<file path="src/include/soc_io_defs.svh">
`ifndef SOC_IO_DEFS_SVH
`define SOC_IO_DEFS_SVH

// Width of device-bus addresses and data words
`define XLEN        32

// Processor ports sharing the device bus, 2 or 4
`define CORE_NUMS   2

// Cycles the internal reset stays high after usr_reset drops
`define RST_STRETCH 5

// Address width of the SPI register window on AXI4-Lite
`define AXIL_ADDR_W 7

`endif

</file>
<file path="src/design/soc_io_bus_pkg.sv">
`include "soc_io_defs.svh"

package soc_io_bus_pkg;

    typedef logic [`XLEN-1:0]              xlen_t;      // One address or data word
    typedef logic [`XLEN/8-1:0]            strb_t;      // Byte enables
    typedef logic [$clog2(`CORE_NUMS)-1:0] core_id_t;   // Processor port index
    typedef logic [`AXIL_ADDR_W-1:0]       axil_addr_t; // SPI register offset

    // ------------------------------------------------------------------------
    // Device bus, strobe/ready handshake
    // ------------------------------------------------------------------------
    typedef struct packed {
        logic  strobe;  // One-cycle request pulse
        xlen_t addr;
        logic  we;      // 1 = write, 0 = read
        strb_t be;
        xlen_t wdata;
    } dev_req_t;

    typedef struct packed {
        logic  ready;   // One-cycle completion pulse
        xlen_t rdata;   // Zero for writes
    } dev_rsp_t;

    // ------------------------------------------------------------------------
    // AXI4-Lite, master side and slave side
    // ------------------------------------------------------------------------
    typedef struct packed {
        logic       awvalid;
        axil_addr_t awaddr;
        logic       wvalid;
        xlen_t      wdata;
        strb_t      wstrb;
        logic       bready;
        logic       arvalid;
        axil_addr_t araddr;
        logic       rready;
    } axil_req_t;

    typedef struct packed {
        logic       awready;
        logic       wready;
        logic       bvalid;
        logic [1:0] bresp;
        logic       arready;
        logic       rvalid;
        xlen_t      rdata;
        logic [1:0] rresp;
    } axil_rsp_t;

endpackage

</file>
<file path="src/design/soc_io_map_pkg.sv">
package soc_io_map_pkg;

    // Device regions, selected by the top address byte
    //   C0xx_xxxx : UART local bus
    //   C2xx_xxxx : SD-card SPI controller, behind AXI4-Lite
    //   Any other value is unmapped and answered by the decoder itself
    typedef enum logic [7:0] {
        REGION_UART = 8'hC0,
        REGION_SPI  = 8'hC2
    } region_t;

    // Lowest bit of the region byte in a device address
    localparam int REGION_LSB = 24;

endpackage

</file>
<file path="src/design/device_decoder.sv">
`timescale 1ns/1ns

module device_decoder (
    input  logic                     clk,
    input  logic                     rst_i,
    input  soc_io_bus_pkg::dev_req_t dev_req_i,
    output soc_io_bus_pkg::dev_rsp_t dev_rsp_o,
    output soc_io_bus_pkg::dev_req_t uart_req_o,
    input  soc_io_bus_pkg::dev_rsp_t uart_rsp_i,
    output soc_io_bus_pkg::dev_req_t spi_req_o,
    input  soc_io_bus_pkg::dev_rsp_t spi_rsp_i
);
    import soc_io_bus_pkg::*;
    import soc_io_map_pkg::*;

    region_t region;        // Region byte of the current request
    region_t region_q;      // Region of the access in flight
    region_t rsp_sel;
    logic    is_uart;
    logic    is_spi;
    logic    unmap_ready;   // Built-in responder pulse

    assign region  = region_t'(dev_req_i.addr[REGION_LSB +: $bits(region_t)]);
    assign is_uart = (region == REGION_UART);
    assign is_spi  = (region == REGION_SPI);

    // Fields fan out to both targets and the strobe to one only
    always_comb begin
        uart_req_o        = dev_req_i;
        uart_req_o.strobe = dev_req_i.strobe & is_uart;
        spi_req_o         = dev_req_i;
        spi_req_o.strobe  = dev_req_i.strobe & is_spi;
    end

    always_ff @(posedge clk) begin
        if (rst_i) begin
            region_q    <= region_t'(8'h00);    // Unmapped code so the response idles low
            unmap_ready <= 1'b0;
        end else begin
            unmap_ready <= dev_req_i.strobe & ~is_uart & ~is_spi;
            if (dev_req_i.strobe)
                region_q <= region;
        end
    end

    // ------------------------------------------------------------------------
    // Response select
    // ------------------------------------------------------------------------
    assign rsp_sel = dev_req_i.strobe ? region : region_q;  // Covers same-cycle ready

    always_comb begin
        case (rsp_sel)
            REGION_UART: dev_rsp_o = uart_rsp_i;
            REGION_SPI:  dev_rsp_o = spi_rsp_i;
            default: begin
                dev_rsp_o.ready = unmap_ready;
                dev_rsp_o.rdata = '0;
            end
        endcase
    end

    a_one_target: assert property (@(posedge clk) disable iff (rst_i)
        !(uart_req_o.strobe && spi_req_o.strobe));

endmodule

</file>
<file path="config.mk">
export PLATFORM = sky130hd
export DESIGN_NAME = device_decoder
export DESIGN_NICKNAME = d
export VERILOG_FILES = /design/src/design/soc_io_bus_pkg.sv /design/src/design/soc_io_map_pkg.sv /design/src/design/device_decoder.sv
export VERILOG_INCLUDE_DIRS = /design/src /design/src/include
export SDC_FILE = /design/constraint.sdc
export NUM_CORES = 1
export LEC_CHECK = 0
export ABC_AREA = 1
export BUFFER_PORTS_ARGS = -buffer_cell sky130_fd_sc_hd__buf_2
export CORE_AREA = 2 2 120 122
export DETAILED_ROUTE_END_ITERATION = 16
export DIE_AREA = 0 0 122 124
export SYNTH_ARGS = -nofsm -noshare
export SYNTH_HDL_FRONTEND = slang
export SYNTH_SLANG_ARGS = --single-unit
</file>
<file path="constraint.sdc">
create_clock -name clk -period 1.73 [get_ports clk]
set_clock_uncertainty 0.15 [all_clocks]
set_input_delay 0.0865 -clock clk [delete_from_list [all_inputs] [get_ports clk]]
set_output_delay 0.0865 -clock clk [all_outputs]
set_load 0.05 [all_outputs]
</file>
==> summary.md <==
| Metric | Value |
|---|---|
| CP delay by family, top | simple AND/OR/NAND/NOR gates |
| CP Data Arrival Time | 1.59 ns |
| Global Route Usage Sum | 7.93% |
| Worst slew margin | 82.6% |
| DP HPWL | 5650 um |
| Synthesized flop and latch total | 9 |
| Hold WS | 0.000771 ns |
| Cell with the most instances after synthesis | buf_4 |
| Syn_nets | 464 |
| EDFF count, synth | 0 |
| Final Slew Violations | 0 |
| Die area | 15100 um2 |
| Period utilization | 105% |
| CTS Hold Bufs | 0 |
| Final min period | 1.82 ns |
| Yosys warns | 0 |
| Post-detailed-route count of antenna-violating nets | 0 |
| Final #Nets | 467 |
| Min-delay src | rst_i |
| Root buffer cell | clkbuf_16 |
| Crit end category | output pin |
| Critical path class | flip-flop to output pin |
| Critical-path top delay cell | dfxtp_1 |
| Ys async rst share | 0% |
| Post-Syn Area | 2000 um2 |
| Switching portion of total power | 32.8% |
| # IOs | 311 |
| Share of power burned in the clock network | 39.7% |
| CP max stage delay | 0.29 ns |
| Die height | 124 um |
| Critical-path cell list | inv_1 > nand2_1 > nand2_2 > nand2_2 > nor2_4 > nand2_4 > clkinv_8 > clkbuf_16 > nand2_2 > nand2_2 > buf_8 |
| RSZ-0062 raised after global routing | yes |
| Largest net degree at the start of global routing | 22 |
| Final-report setup violation count | 33 |
| # clock sinks | 9 |
| Sequential fraction of design power | 22.1% |
| Post-Syn Area per Cell | 6.14 um2 |
| Total power | 1.02 mW |
| Fin Setup TNS | -2.40 ns |
| Worst IR Drop VDD | 0.000310 V |
| Vias | 1848 |
| Failing checks | negative setup slack |
| WL/cell | 15.6 um |
| Crit path from | region_q[5] |
| CP dominant cell by count | nand2_2 |
| Peak Freq | 549 MHz |
| Total CTS buffers | 3 |
| Comb power frac | 38.2% |
| Placer Congestion | 0.698 |
| First-pass DRT Iterations | 4 |
| Worst Tran Pin Value | 0.263 ns |
| Syn Inst Count | 326 |
| Pleak | 1.39 nW |
| Worst reg2reg startpoint | region_q[5] |
| Vias per cell | 3.63 |
| Share of cells above drive strength 1 | 71.0% |
| Vias in the first global route | 1520 |
| NetSw | 0.335 mW |
| Crit path launch type | flip-flop |
| Worst Hold Class | primary input to flip-flop |
| Die width | 122 um |
| CTS tree | done |
| Core Region | 13700 um2 |
| PD cells | 367 nW/um2 |
| Rows | 43 |
| Grt total ovfl | 0 |
| Synth cell types | 17 |
| Status | finished, violations left |
| Top cell type by total area after synthesis | buf_4 |
| Synth top area cells | buf_4 (52%), nand2_1 (19%), dfxtp_1 (9.0%), nand3_1 (8.8%), buf_6 (2.3%) |
| Most used DFF post-synth | dfxtp_1 |
| Routed wire length | 7970 um |
| Max cap viols | 0 |
| Worst-Skew Late Latency | 0.23 ns |
| Post-synth top cells | buf_4 (138), nand2_1 (100), nand3_1 (35) |
| Initial Util | 14.6% |
| Layout area overhead | 39.0% |
| Clk slew on worst S/H paths | 0.04 ns |
| First-pass GRT wire length | 8910 um |
| Drt drc | 0 |
| Critical Path Fanout Max | 6 |
| CP Buf/Inv Count | 4 |
| P_int | 0.685 mW |
| Final hold viol count | 0 |
| Number of DRC markers in iteration 0 | 43 |
| Critical Path RT | 1.49 ns |
| Sequential area share after synthesis | 9.01% |
| H-Tree Depth | 1 |
| Port buffer count | 127 |
| Clock Tree Buf Depth | 2 |
| Setup ws final | -0.0931 ns |
| Synth top area share | 51.8% |
| Initial antenna violation count | 1 |
-- path summary, 6_finish.rpt --
kind | to | slack (ns) | cells after the start
worst max-delay path | dev_rsp_o[9] | -0.09 | 11
worst min-delay path | region_q[5] | 0.0008 | 2
worst max register to register | region_q[5] | 0.87 | 5
worst min register to register | region_q[6] | 0.32 | 2
-- placed cells by master, fill, tap and decap left out --
master / instances
buf_2: 94
nand2_2: 60
nand2_1: 36
buf_8: 27
nand3_1: 25
inv_1: 12
clkbuf_16: 9
buf_6: 8
dfxtp_1: 8
nand3_2: 7
nor2_1: 7
buf_12: 7
nand2_4: 6
buf_4: 5
nor3_1: 4
nor2_4: 3
nand3_4: 3
a21oi_1: 2
diode_2: 1
inv_6: 1
clkinv_8: 1
nor4_2: 1
clkbuf_1: 1
dfxtp_2: 1
-- metal layers --
metal	up-vias	GRT usage, %	part of all wire [%]
met1	814	8.63	35
met5	-	0	0
met3	40	6.14	14
met2	124	11.1	47
met4	0	4.09	4.1
li1	870	-	-
-- cell type report --
class | instances | area [um2]
Multi-Input combinational cell | 154 | 928
Tap cell | 180 | 225
Fill cell | 1541 | 10900
Clock buffer | 4 | 78.8
Timing Repair Buffer | 147 | 1290
Sequential cell | 9 | 181
Inverter | 14 | 70.1
Antenna cell | 1 | 2.50
-- metrics by stage --
stage / util (%) / std cells / setup WS [ns] / cell area, um2
floorplan: - / 326 / 0.171 / 2010
global placement: 13.9 / 493 / -0.0839 / 1900
detailed placement: 13.9 / 493 / -0.0450 / 1900
CTS: 16.1 / 498 / -0.104 / 2210
global route: 20.2 / 508 / -0.174 / 2780
finish: 20.3 / 509 / -0.0931 / 2780
-- state kept, by name (all words and copies together) (netlist names) --
signal and count:
unmap_ready 1, region_q 8
-- cells by family after synthesis --
kind of cell / share of synthesized area, %
AOI/OAI and AO/OA: 0.500
buffers and inverters: 58.7
DFF: 9.01
and+or+nand+nor: 31.8
-- timing repair --
action	4_1_cts	5_1_grt
resized for setup	71	112
setup buffers	1	3
gates cloned	0	7
setup endpoints to repair	33	33
pin swaps	1	25
endpoints found under the hold margin	0	0
-- power by group through the flow --
stage | Sequential, mW | Combinational [mW] | Clock [mW]
2_1_floorplan | 0.227 | 0.949 | 0
3_3_place_gp | 0.228 | 0.318 | 0
3_5_place_dp | 0.229 | 0.318 | 0
4_1_cts | 0.225 | 0.329 | 0.413
5_1_grt | 0.227 | 0.420 | 0.427
6_report | 0.226 | 0.389 | 0.404
(Power assumes the default switching activity.)
