$ cat src/include/soc_io_defs.svh
`ifndef SOC_IO_DEFS_SVH
`define SOC_IO_DEFS_SVH

// Width of device-bus addresses and data words
`define XLEN        32

// Processor ports sharing the device bus, 2 or 4
`define CORE_NUMS   2

// Cycles the internal reset stays high after usr_reset drops
`define RST_STRETCH 5

// Address width of the SPI register window on AXI4-Lite
`define AXIL_ADDR_W 7

`endif

$ cat src/design/soc_io_bus_pkg.sv
`include "soc_io_defs.svh"

package soc_io_bus_pkg;

    typedef logic [`XLEN-1:0]              xlen_t;      // One address or data word
    typedef logic [`XLEN/8-1:0]            strb_t;      // Byte enables
    typedef logic [$clog2(`CORE_NUMS)-1:0] core_id_t;   // Processor port index
    typedef logic [`AXIL_ADDR_W-1:0]       axil_addr_t; // SPI register offset

    // ------------------------------------------------------------------------
    // Device bus, strobe/ready handshake
    // ------------------------------------------------------------------------
    typedef struct packed {
        logic  strobe;  // One-cycle request pulse
        xlen_t addr;
        logic  we;      // 1 = write, 0 = read
        strb_t be;
        xlen_t wdata;
    } dev_req_t;

    typedef struct packed {
        logic  ready;   // One-cycle completion pulse
        xlen_t rdata;   // Zero for writes
    } dev_rsp_t;

    // ------------------------------------------------------------------------
    // AXI4-Lite, master side and slave side
    // ------------------------------------------------------------------------
    typedef struct packed {
        logic       awvalid;
        axil_addr_t awaddr;
        logic       wvalid;
        xlen_t      wdata;
        strb_t      wstrb;
        logic       bready;
        logic       arvalid;
        axil_addr_t araddr;
        logic       rready;
    } axil_req_t;

    typedef struct packed {
        logic       awready;
        logic       wready;
        logic       bvalid;
        logic [1:0] bresp;
        logic       arready;
        logic       rvalid;
        xlen_t      rdata;
        logic [1:0] rresp;
    } axil_rsp_t;

endpackage

$ cat src/design/dev_to_axil_bridge.sv
`timescale 1ns/1ns
`include "soc_io_defs.svh"

module dev_to_axil_bridge (
    input  logic                      clk,
    input  logic                      rst_i,
    input  soc_io_bus_pkg::dev_req_t  dev_req_i,
    output soc_io_bus_pkg::dev_rsp_t  dev_rsp_o,
    output soc_io_bus_pkg::axil_req_t axil_req_o,
    input  soc_io_bus_pkg::axil_rsp_t axil_rsp_i
);
    import soc_io_bus_pkg::*;

    typedef enum logic [2:0] {
        BR_IDLE,
        BR_WRITE,       // awvalid and wvalid out
        BR_WR_RESP,     // Waiting for bvalid
        BR_RD_ADDR,     // arvalid out
        BR_RD_DATA      // Waiting for rvalid
    } br_state_t;

    br_state_t  state;
    logic       aw_valid_q, w_valid_q, b_ready_q;
    logic       ar_valid_q, r_ready_q;
    logic       aw_done, w_done;        // Channel handshake seen
    logic       aw_hs, w_hs;
    logic       aw_fin, w_fin;
    logic       rsp_ready_q;
    axil_addr_t addr_q;
    xlen_t      wdata_q;
    strb_t      wstrb_q;
    xlen_t      rdata_q;

    assign aw_hs  = aw_valid_q & axil_rsp_i.awready;
    assign w_hs   = w_valid_q & axil_rsp_i.wready;
    assign aw_fin = aw_done | aw_hs;    // Address accepted, now or earlier
    assign w_fin  = w_done | w_hs;

    // ------------------------------------------------------------------------
    // Transaction FSM
    // ------------------------------------------------------------------------
    always_ff @(posedge clk) begin
        if (rst_i) begin
            state       <= BR_IDLE;
            aw_valid_q  <= 1'b0;
            w_valid_q   <= 1'b0;
            aw_done     <= 1'b0;
            w_done      <= 1'b0;
            b_ready_q   <= 1'b0;
            ar_valid_q  <= 1'b0;
            r_ready_q   <= 1'b0;
            rsp_ready_q <= 1'b0;
        end else begin
            rsp_ready_q <= 1'b0;
            case (state)
                BR_IDLE: begin
                    if (dev_req_i.strobe && dev_req_i.we) begin
                        aw_valid_q <= 1'b1;     // Address and data go out together
                        w_valid_q  <= 1'b1;
                        aw_done    <= 1'b0;
                        w_done     <= 1'b0;
                        state      <= BR_WRITE;
                    end else if (dev_req_i.strobe) begin
                        ar_valid_q <= 1'b1;
                        state      <= BR_RD_ADDR;
                    end
                end
                BR_WRITE: begin
                    if (aw_hs) begin
                        aw_valid_q <= 1'b0;     // Each channel drops on its own
                        aw_done    <= 1'b1;
                    end
                    if (w_hs) begin
                        w_valid_q <= 1'b0;
                        w_done    <= 1'b1;
                    end
                    if (aw_fin && w_fin) begin
                        b_ready_q <= 1'b1;
                        state     <= BR_WR_RESP;
                    end
                end
                BR_WR_RESP: begin
                    if (axil_rsp_i.bvalid) begin   // BRESP not checked
                        b_ready_q   <= 1'b0;
                        rsp_ready_q <= 1'b1;
                        state       <= BR_IDLE;
                    end
                end
                BR_RD_ADDR: begin
                    if (axil_rsp_i.arready) begin
                        ar_valid_q <= 1'b0;
                        r_ready_q  <= 1'b1;
                        state      <= BR_RD_DATA;
                    end
                end
                BR_RD_DATA: begin
                    if (axil_rsp_i.rvalid) begin   // RRESP not checked
                        r_ready_q   <= 1'b0;
                        rsp_ready_q <= 1'b1;
                        state       <= BR_IDLE;
                    end
                end
                default: state <= BR_IDLE;
            endcase
        end
    end

    // Payload capture
    always_ff @(posedge clk) begin
        if (state == BR_IDLE && dev_req_i.strobe) begin
            addr_q  <= dev_req_i.addr[`AXIL_ADDR_W-1:0];   // Register offset only
            wdata_q <= dev_req_i.wdata;
            wstrb_q <= dev_req_i.be;
        end
        if (state == BR_WR_RESP && axil_rsp_i.bvalid)
            rdata_q <= '0;
        else if (state == BR_RD_DATA && axil_rsp_i.rvalid)
            rdata_q <= axil_rsp_i.rdata;
    end

    always_comb begin
        axil_req_o.awvalid = aw_valid_q;
        axil_req_o.awaddr  = addr_q;
        axil_req_o.wvalid  = w_valid_q;
        axil_req_o.wdata   = wdata_q;
        axil_req_o.wstrb   = wstrb_q;
        axil_req_o.bready  = b_ready_q;
        axil_req_o.arvalid = ar_valid_q;
        axil_req_o.araddr  = addr_q;
        axil_req_o.rready  = r_ready_q;
    end

    assign dev_rsp_o.ready = rsp_ready_q;
    assign dev_rsp_o.rdata = rdata_q;

    // Address valids hold under back-pressure
    a_aw_hold: assert property (@(posedge clk) disable iff (rst_i)
        (axil_req_o.awvalid && !axil_rsp_i.awready) |=> axil_req_o.awvalid);

    a_ar_hold: assert property (@(posedge clk) disable iff (rst_i)
        (axil_req_o.arvalid && !axil_rsp_i.arready) |=> axil_req_o.arvalid);

endmodule

$ cat config.mk
export PLATFORM = sky130hd
export DESIGN_NAME = dev_to_axil_bridge
export DESIGN_NICKNAME = d
export VERILOG_FILES = /design/src/design/soc_io_bus_pkg.sv /design/src/design/dev_to_axil_bridge.sv
export VERILOG_INCLUDE_DIRS = /design/src /design/src/include
export SDC_FILE = /design/constraint.sdc
export NUM_CORES = 1
export LEC_CHECK = 0
export ABC_AREA = 1
export BUFFER_PORTS_ARGS = -buffer_cell sky130_fd_sc_hd__buf_4
export CORE_MARGIN = 8
export CORE_UTILIZATION = 45
export CTS_CLUSTER_DIAMETER = 80
export DETAILED_ROUTE_END_ITERATION = 6
export GPL_TIMING_DRIVEN = 0
export MAX_ROUTING_LAYER = met4
export PLACE_DENSITY = 0.82
export SYNTH_ARGS = -nofsm -noshare
export SYNTH_HDL_FRONTEND = slang
export SYNTH_SLANG_ARGS = --single-unit
$ cat constraint.sdc
create_clock -name clk -period 8.7 [get_ports clk]
set_clock_uncertainty 0.05 [all_clocks]
set_input_delay 1.305 -clock clk [delete_from_list [all_inputs] [get_ports clk]]
set_output_delay 1.305 -clock clk [all_outputs]
set_load 0.01 [all_outputs]
==> results.yml, run 1 <==
final_layout:
  syn_to_final_growth_pct: 53.14
  fin_cells: 546
  nets: 574
  drive_gt1_frac: 0.4635
  final_util: 0.7037
  num_antenna_cells: 0
yosys:
  synth_top_area_cell: "edfxtp_1"
  synth_top_area_frac: 0.4205
  yosysWarningCount: 0
  ys_seq_area_frac: 0.7009
  synthArstFlopShare: 0
  synth.avg_cell_area_um2: 11.04
  ys_ff_latch: 86
  ys.flop_type: "edfxtp_1"
  yosysMostFrequentCell: "nand2_1"
  synth_top_cells_by_count: "nand2_1, dfxtp_1, edfxtp_1"
  netlist_top_cells_area: "edfxtp_1, dfxtp_1, nand2_1, a21oi_1, buf_4"
  syn_area_mm2: 0.003070
  synth_edf_count: 43
  synth_fp_nets: 391
  netlist_instances: 278
  synth.distinct_cells: 21
cts:
  cts_setup_buffers: 0
  clkSinkCount: 86
  postCtsHoldBufs: 0
  cts_tree: "built"
  post_cts_resize_count: 0
  clock_path_buffers: 2
  cts_buffers: 9
  clkLatencyLatePin_ns: 0.34
  cts-htree-levels: 3
  clkTransAtPathRegs_ns: 0.08
  root_buffer: "clkbuf_8"
detailed_routing:
  routed_wl_um: 8872
  post-route-drc-count: 0
  drtPass1Iterations: 6
  vias: 2567
  postRouteAntennaNets: 0
  drt_iter0_markers: 113
  vias_per_cell: 4.701
  wl_per_cell_um: 16.25
die:
  rows: 30
  die_y_um: 98.60
  die-area_mm2: 0.009722
  core_area_mm2: 0.006681
  die_w_um: 98.60
  start_util: 0.4596
  io_pins: 201
grt:
  grtUsageMet2: 0.2967
  grt_antenna_before_repair: 0
  met1_usage: 0.2076
  grt_util_met3: 0.06413
  grt.busiest_layer: "met2"
  grt-ovfl-total: 0
  grt_max_degree: 35
  grt_pass1_vias: 2705
  grt_pass1_wl_um: 13660
  grt_util_all_layers: 0.1846
power_and_ir_drop:
  p_clk_frac: 0.256
  combinationalPowerShare: 0.282
  cellPowerDensity_mw_per_mm2: 253.2
  p_switching_mw: 0.3458
  p_int_mw: 0.8447
  switching_share: 0.2905
  finalPower_mw: 1.191
  seqPwrFrac: 0.461
  ir_worst_vdd_v: 0.0001300
  leakage_nw: 2.125
worst_hold_path:
  hold_class: "reg -> reg"
  worstHoldStart: "r_ready_q$_SDFFE_PP0P_"
sta:
  setup_viol: 0
  fmax_mhz: 417.1
  tns_ns: 0
  fin_crit_sh: 0.2756
  rsz0062_at_grt: "no"
  max_slew_margin: 0.7825
  drv_slew: 0
  timing.final.hold_violations: 0
  fin_crit_ns: 2.398
  tightest_slew_ns: 0.3255
worst_setup_path:
  start_kind: "flip-flop"
  end_kind: "output pin"
  cp-endpoint: "axil_req_o[52]"
  worstSetupPathType: "reg -> out"
  crit_fanout: 2
  r2r-start: "state[0]$_SDFFE_PP0P_"
  ff2ff_setup_slack_ns: 7.01
  ff2ff_path_depth: 4
  startpoint: "addr_q[5]$_DFFE_PP_"
  worstPathArrival_ns: 1.04
  required_ns: 7.34
  r2r_end: "wdata_q[10]$_DFFE_PP_"
place:
  dp_hpwl_um: 7051
  placed_cells: 530
  gp_congestion: 0.8029
  io_buffer_count: 171
job:
  cap_violations: 0
outcome:
  status: "complete, no violations"
-- area by class of cell --
class	count	area [um2]
multi-input cells	155	686.9
plain buffers	22	180.2
clock inverters	7	96.34
inverters	15	58.81
well taps	80	100.1
fillers	512	1979
repair buffers	172	1304
clock buffers	9	123.9
flip-flops and latches	86	2152
-- metal layers --
| metal | wire, um | part of all wire |
|---|---|---|
| met5 | 0 | 0 |
| met4 | 53 | 0.0060 |
| met2 | 4303 | 0.49 |
| met1 | 3764 | 0.42 |
| met3 | 750 | 0.085 |
-- worst min path at each step --
stage | end | slack [ns] | cells after the start
6_report | r_ready_q$_SDFFE_PP0P_ | 0.41 | 2
5_1_grt | rdata_q[13]$_SDFFE_PP0P_ | 0.44 | 2
4_1_cts | r_ready_q$_SDFFE_PP0P_ | 0.42 | 2
3_5_place_dp | r_ready_q$_SDFFE_PP0P_ | 0.40 | 2
3_3_place_gp | rdata_q[8]$_SDFFE_PP0P_ | 0.40 | 2
2_1_floorplan | r_ready_q$_SDFFE_PP0P_ | 0.38 | 2
-- critical path: stages, from the launching register on --
cell,delay (ns)
edfxtp_1,0.42
buf_4,0.15
buf_4,0.13
-- layout by cell type (no fill, tap or decap) --
| master | instances |
|---|---|
| a21oi_1 | 36 |
| a31oi_1 | 1 |
| buf_12 | 1 |
| buf_2 | 3 |
| buf_4 | 184 |
| buf_6 | 6 |
| bufinv_16 | 2 |
| clkbuf_8 | 9 |
| clkinv_2 | 1 |
| clkinv_4 | 1 |
| clkinvlp_2 | 1 |
| dfxtp_1 | 43 |
| edfxtp_1 | 43 |
| inv_1 | 13 |
| inv_2 | 1 |
| inv_4 | 1 |
| inv_6 | 2 |
| nand2_1 | 87 |
| nand2_2 | 1 |
| nand3_1 | 3 |
| nand3_4 | 1 |
| nand3b_1 | 1 |
| nor2_1 | 14 |
| nor2_4 | 2 |
| nor3_1 | 1 |
| o211a_1 | 1 |
| o21ai_0 | 6 |
| o21bai_1 | 1 |
-- kinds of logic (layout without fill, tap and decap cells) --
kind of cell	Yosys count	count (layout)	synth area share
simple gates	110	110	0.1451
flops	86	86	0.7009
compound gates	45	45	0.07620
buf+inv	37	225	0.07783
-- sequential cells by signal (all words and copies together) (netlist names) --
name	flops
addr_q	7
ar_valid_q	1
aw_done	1
aw_valid_q	1
b_ready_q	1
r_ready_q	1
rdata_q	32
rsp_ready_q	1
state	3
w_done	1
w_valid_q	1
wdata_q	32
wstrb_q	4
-- through the flow --
stage | instance area (um2) | worst slack (ns) | hold slack, ns
after detailed placement | 4482 | 6.292 | 0.4030
after CTS | 4702 | 6.275 | 0.4172
after global placement | 4454 | 4.305 | 0.4020
after global routing | 4702 | 6.244 | 0.4370
final | 4702 | 6.302 | 0.4125
after floorplan | 3070 | 5.037 | 0.3834
-- power by group through the flow --
stage	clock [mW]	sequential [mW]	combinational (mW)
finish	0.305	0.549	0.336
global route	0.329	0.558	0.364
CTS	0.314	0.550	0.340
detailed placement	0	0.559	0.339
global placement	0	0.559	0.321
floorplan	0	0.590	0.121
No activity file was read; power rests on OpenSTA's default activity.
==> run 2: changes to the inputs <==
--- a/config.mk
+++ b/config.mk
@@ -6,15 +6,15 @@
 export SDC_FILE = /design/constraint.sdc
 export NUM_CORES = 1
 export LEC_CHECK = 0
-export ABC_AREA = 1
+export ABC_AREA = 0
 export BUFFER_PORTS_ARGS = -buffer_cell sky130_fd_sc_hd__buf_4
 export CORE_MARGIN = 8
-export CORE_UTILIZATION = 45
+export CORE_UTILIZATION = 37
 export CTS_CLUSTER_DIAMETER = 80
 export DETAILED_ROUTE_END_ITERATION = 6
 export GPL_TIMING_DRIVEN = 0
 export MAX_ROUTING_LAYER = met4
-export PLACE_DENSITY = 0.82
+export PLACE_DENSITY = 0.72
 export SYNTH_ARGS = -nofsm -noshare
 export SYNTH_HDL_FRONTEND = slang
 export SYNTH_SLANG_ARGS = --single-unit
==> constraint.sdc (replaced) <==
create_clock -name clk -period 2.2 [get_ports clk]
set_clock_uncertainty 0.05 [all_clocks]
set_input_delay 0.33 -clock clk [delete_from_list [all_inputs] [get_ports clk]]
set_output_delay 0.33 -clock clk [all_outputs]
set_load 0.01 [all_outputs]
==> results.yml, run 2 <==
outcome:
  status: "complete, no violations"
sta:
  fin_crit_sh: 0.7727
  setup_viol: 0
  fin_crit_ns: 1.700
  tightest_slew_ns: 0.5824
  max_slew_margin: 0.6088
  drv_slew: 0
  fmax_mhz: 588.3
  rsz0062_at_grt: "no"
  timing.final.hold_violations: 0
cts:
  post_cts_resize_count: 0
  clock_path_buffers: 2
  root_buffer: "clkbuf_8"
  cts_tree: "built"
  cts-htree-levels: 3
  clkTransAtPathRegs_ns: 0.10
  cts_buffers: 9
  clkSinkCount: 86
  clkLatencyLatePin_ns: 0.35
grt:
  grt_max_degree: 17
  grt_pass1_wl_um: 13410
  grt-ovfl-total: 0
  grt_util_all_layers: 0.1570
  grt_pass1_vias: 2586
  grt_antenna_before_repair: 0
worst_setup_path:
  ff2ff_setup_slack_ns: 0.50
  start_kind: "flip-flop"
  required_ns: 2.37
  r2r_end: "rdata_q[22]$_SDFFE_PP0P_"
  worstPathArrival_ns: 1.86
  r2r-start: "state[1]$_SDFFE_PP0P_"
  end_kind: "flip-flop"
  crit_fanout: 10
  worstSetupPathType: "reg -> reg"
  cp-endpoint: "rdata_q[22]$_SDFFE_PP0P_"
  ff2ff_path_depth: 5
  startpoint: "state[1]$_SDFFE_PP0P_"
yosys:
  ys_seq_area_frac: 0.7099
  ys_ff_latch: 86
  synth_top_cells_by_count: "nand2_1, dfxtp_1, edfxtp_1"
  synth_edf_count: 43
  netlist_top_cells_area: "edfxtp_1, dfxtp_1, nand2_1, a21oi_1, buf_4"
  yosysWarningCount: 0
  ys.flop_type: "edfxtp_1"
  synth.distinct_cells: 30
  synth.avg_cell_area_um2: 11.84
  yosysMostFrequentCell: "nand2_1"
  synth_top_area_cell: "edfxtp_1"
  netlist_instances: 256
  synth_top_area_frac: 0.4259
  synth_fp_nets: 369
  synthArstFlopShare: 0
  syn_area_mm2: 0.003032
die:
  die_w_um: 106.5
  rows: 33
  io_pins: 201
  core_area_mm2: 0.008093
  die-area_mm2: 0.01135
  start_util: 0.3746
  die_y_um: 106.5
final_layout:
  nets: 554
  final_cell_area_mm2: 0.004683
  top_regs: "rdata_q: 32 flops, wdata_q: 32 flops, addr_q: 7 flops"
  seq_area_mm2: 0.002152
  layout_commonest_cell: "buf_4"
  syn_to_final_growth_pct: 54.48
  final_cell_mix: "buf_4, nand2_1, edfxtp_1, dfxtp_1, a21oi_1"
  fin_cells: 551
  drive_gt1_frac: 0.4888
  num_antenna_cells: 0
  multi_input_comb_area_um2: 679.4
  final_util: 0.5787
  fillers: 709
power_and_ir_drop:
  leakage_nw: 2.032
  cellPowerDensity_mw_per_mm2: 820.4
  p_switching_mw: 1.011
  seqPwrFrac: 0.506
  finalPower_mw: 3.842
  combinationalPowerShare: 0.200
  switching_share: 0.2630
  p_clk_frac: 0.294
  p_int_mw: 2.832
  ir_worst_vdd_v: 0.0003449
detailed_routing:
  drtPass1Iterations: 4
  postRouteAntennaNets: 0
  vias: 2481
  routed_wl_um: 8823
  drt_iter0_markers: 95
  vias_per_cell: 4.503
  post-route-drc-count: 0
  wl_per_cell_um: 16.01
place:
  gp_congestion: 0.7772
  place_area_mm2: 0.004473
  dp_hpwl_um: 7041
  io_buffer_count: 171
  placed_cells: 534
job:
  cap_violations: 0
worst_hold_path:
  worstHoldStart: "dev_req_i[7]"
  hold_class: "in -> reg"
## run 2: cell count changes in the layout (fill, tap and decap cells not counted), moves of 2 or more
| cell | change |
|---|---|
| nor2_4 | -2 |
| nor2_1 | -4 |
| o21ai_0 | -4 |
| nand2_1 | -20 |
| nor3_1 | +4 |
| a311oi_1 | +2 |
| buf_6 | -3 |
| clkbuf_1 | +6 |
| nand3_1 | -2 |
| inv_1 | -10 |
| a31oi_1 | +2 |
| buf_4 | +4 |
## run 2: how the worst min path moves through the flow
stage                     cells past startpoint                       end  slack, ns
after floorplan                               0       addr_q[0]$_DFFE_PP_       0.38
after global placement                        2  rdata_q[13]$_SDFFE_PP0P_       0.39
after detailed placement                      2  rdata_q[25]$_SDFFE_PP0P_       0.40
after CTS                                     1      wdata_q[8]$_DFFE_PP_       0.08
after global routing                          1      wdata_q[8]$_DFFE_PP_       0.07
final                                         1      wdata_q[7]$_DFFE_PP_        0.1
## run 2: what timing repair did
action                                  CTS  global route
hold buffers                              0             0
buffers inserted                          1             0
endpoints found under the setup margin    1             0
## run 2: final cells by class
type | count | share of cell area
tap | 105 | 0.02805
clock inverter | 7 | 0.01683
inverter | 3 | 0.002404
multi-input combinational | 140 | 0.1451
buffer | 27 | 0.04034
timing repair buffer | 174 | 0.2813
sequential | 86 | 0.4595
clock buffer | 9 | 0.02645
## run 2: metal layers
metal / up-vias / track usage / routed length [um] / part of all wire
li1: 1231 / - / - / -
met1: 1112 / 0.1732 / 3659 / 0.41
met2: 127 / 0.2516 / 4229 / 0.48
met3: 11 / 0.05747 / 855 / 0.097
met4: 0 / 0.06633 / 78 / 0.0088
met5: - / - / 0 / 0
## run 2: metrics by stage
stage                     hold WS (ns)  setup slack, ns  TNS (ns)
after detailed placement        0.3979          0.01847         0
final                          0.09614           0.5001         0
after global placement          0.3928           -1.072    -37.99
after CTS                      0.08207           0.4773         0
after floorplan                 0.3789          -0.5211    -13.33
after global routing           0.06849           0.2995         0
## run 2: cell families after synthesis
logic type,count (synthesis),synth area share
compound gates,46,0.08337
simple gates,92,0.1337
mux,2,0.007016
buf+inv,30,0.06603
flops,86,0.7099
## run 2: power by group through the flow
stage,sequential [mW],combinational (mW),clock (mW)
floorplan,2.05,0.247,0
global placement,1.98,0.742,0
detailed placement,1.98,0.776,0
CTS,1.95,0.783,1.16
global route,1.96,0.840,1.22
finish,1.94,0.769,1.13
## run 2: worst max-delay path, stage by stage, from the launching register on
cell and delay (ns):
dfxtp_1 0.33, clkbuf_8 0.16, nand2_1 0.09, nor3_2 0.42, clkbuf_1 0.41, a21oi_1 0.09
==> run 3: changes to the inputs <==
--- a/config.mk
+++ b/config.mk
@@ -6,15 +6,15 @@
 export SDC_FILE = /design/constraint.sdc
 export NUM_CORES = 1
 export LEC_CHECK = 0
-export ABC_AREA = 0
+export ABC_AREA = 1
 export BUFFER_PORTS_ARGS = -buffer_cell sky130_fd_sc_hd__buf_4
 export CORE_MARGIN = 8
-export CORE_UTILIZATION = 37
+export CORE_UTILIZATION = 42
 export CTS_CLUSTER_DIAMETER = 80
 export DETAILED_ROUTE_END_ITERATION = 6
 export GPL_TIMING_DRIVEN = 0
 export MAX_ROUTING_LAYER = met4
-export PLACE_DENSITY = 0.72
+export PLACE_DENSITY = 0.77
 export SYNTH_ARGS = -nofsm -noshare
 export SYNTH_HDL_FRONTEND = slang
 export SYNTH_SLANG_ARGS = --single-unit
==> constraint.sdc (replaced) <==
create_clock -name clk -period 1.6 [get_ports clk]
set_clock_uncertainty 0.05 [all_clocks]
set_input_delay 0.24 -clock clk [delete_from_list [all_inputs] [get_ports clk]]
set_output_delay 0.24 -clock clk [all_outputs]
set_load 0.01 [all_outputs]
==> results.yml, run 3 (same netlist as run 1, synthesis figures left out) <==
detailed_routing:
  dr_wl_met2_um: 4519
  drtPass1Iterations: 4
  wl_per_cell_um: 15.98
  routed_wl_um: 9092
  post-route-drc-count: 0
  vias_per_cell: 4.545
  wl_met3_um: 954
  vias: 2586
  wl_met1_um: 3534
  drt_iter0_markers: 128
  top_layer: "met4"
  postRouteAntennaNets: 0
worst_hold_path:
  hold_class: "in -> reg"
  hold-path-cell-count: 1
worst_setup_path:
  slowest_stage: "nor2_4"
  ff2ff_path_depth: 3
  crit_family: "simple AND/OR/NAND/NOR gates"
  critPathMaxStageDelay_ns: 0.47
  worstPathArrival_ns: 1.49
  path_depth: 3
  cp_common_cell: "nor2_4"
  cp-endpoint: "wdata_q[13]$_DFFE_PP_"
  path_buf_inv: 0
  required_ns: 1.53
  startpoint: "state[1]$_SDFFE_PP0P_"
  r2r-start: "state[1]$_SDFFE_PP0P_"
  r2r_end: "wdata_q[13]$_DFFE_PP_"
  start_kind: "flip-flop"
  end_kind: "flip-flop"
  worstSetupPathType: "reg -> reg"
  crit_fanout: 21
  ff2ff_setup_slack_ns: 0.04
  path_cells: "nor2_4 -> nand2_4 -> nor2_4"
power_and_ir_drop:
  seqPwrFrac: 0.474
  cellPowerDensity_mw_per_mm2: 1337
  switching_share: 0.2940
  combinationalPowerShare: 0.290
  finalPower_mw: 6.337
  p_switching_mw: 1.863
  ir_worst_vdd_v: 0.0004885
  p_clk_frac: 0.236
  p_int_mw: 4.473
  leakage_nw: 2.126
sta:
  drv_slew: 0
  fmax_mhz: 641.1
  max_slew_margin: 0.6139
  timing.final.hold_violations: 0
  fin_crit_sh: 0.9748
  tns_ns: 0
  fin_crit_ns: 1.560
  tightest_slew_ns: 0.5778
  setup_viol: 0
  rsz0062_at_grt: "yes"
  finalWorstSetupSlack_ns: 0.04024
die:
  die-area_mm2: 0.01030
  start_util: 0.4279
  io_pins: 201
  rows: 31
  die_w_um: 101.5
  core_area_mm2: 0.007176
  die_y_um: 101.5
final_layout:
  multi_input_comb_area_um2: 711.9
  fillers: 572
  top_regs: "rdata_q: 32 flops, wdata_q: 32 flops, addr_q: 7 flops"
  num_antenna_cells: 0
  syn_to_final_growth_pct: 54.40
  nets: 578
  fin_cells: 569
  seq_area_mm2: 0.002155
  final_util: 0.6607
  layout_commonest_cell: "buf_4"
  final_cell_mix: "buf_4, nand2_1, edfxtp_1"
  drive_gt1_frac: 0.4638
grt:
  grt_pass1_wl_um: 13370
  grt_util_all_layers: 0.1758
  grt_max_degree: 23
  grt_pass1_vias: 2558
  grt-ovfl-total: 0
  grt_antenna_before_repair: 0
cts:
  clkLatencyLatePin_ns: 0.34
  clock_path_buffers: 2
  cts_setup_buffers: 0
  cts-htree-levels: 3
  clkTransAtPathRegs_ns: 0.08
  cts_buffers: 9
  cts_tree: "built"
  clkSinkCount: 86
  root_buffer: "clkbuf_8"
place:
  pre_cts_slack_ns: -0.3400
  io_buffer_count: 171
  gp_congestion: 0.7729
  placed_cells: 548
  dp_hpwl_um: 7103
outcome:
  status: "complete, no violations"
job:
  cap_violations: 0
==> run 3: worst min path at each step <==
stage,startpoint,slack (ns),end
6_report,dev_req_i[7],0.02,wdata_q[7]$_DFFE_PP_
5_1_grt,dev_req_i[8],0.00003,wdata_q[8]$_DFFE_PP_
4_1_cts,dev_req_i[37],0.006,addr_q[0]$_DFFE_PP_
3_5_place_dp,dev_req_i[27],0.37,wdata_q[27]$_DFFE_PP_
3_3_place_gp,dev_req_i[28],0.37,wdata_q[28]$_DFFE_PP_
2_1_floorplan,rst_i,0.26,r_ready_q$_SDFFE_PP0P_
==> run 3: final cells by class <==
class / count / area share
plain buffers: 22 / 0.03800
clock buffers: 11 / 0.02982
well taps: 99 / 0.02613
clock inverters: 5 / 0.01188
multi-input cells: 157 / 0.1502
flip-flops and latches: 86 / 0.4545
inverters: 15 / 0.01240
repair buffers: 174 / 0.2771
==> run 3: timing repair <==
item / 4_1_cts / 5_1_grt
hold buffers: 0 / 3
setup endpoints to repair: 43 / 43
hold endpoints to repair: 0 / 3
gates resized for setup: 1 / 0
gates cloned: 1 / 1
pin swaps: 1 / 1
==> run 3: metal layers <==
| metal | up-vias | global-route usage |
|---|---|---|
| met2 | 134 | 0.2897 |
| met1 | 1166 | 0.1851 |
| met4 | 0 | 0.07446 |
| li1 | 1278 | - |
| met5 | - | - |
| met3 | 8 | 0.06598 |
==> run 3: power groups by stage <==
stage | clock, mW | combinational [mW] | sequential (mW)
2_1_floorplan | 0 | 0.689 | 3.20
3_3_place_gp | 0 | 1.78 | 3.03
3_5_place_dp | 0 | 1.81 | 3.06
4_1_cts | 1.53 | 1.84 | 3.01
5_1_grt | 1.62 | 2.00 | 3.06
6_report | 1.49 | 1.84 | 3.00
==> run 3: per-stage QoR <==
| step | area, um2 | hold slack (ns) |
|---|---|---|
| global route | 4741 | 0.00003117 |
| finish | 4741 | 0.02127 |
| global placement | 4496 | 0.3682 |
| detailed placement | 4496 | 0.3694 |
| CTS | 4705 | 0.006039 |
| floorplan | 3088 | 0.2591 |
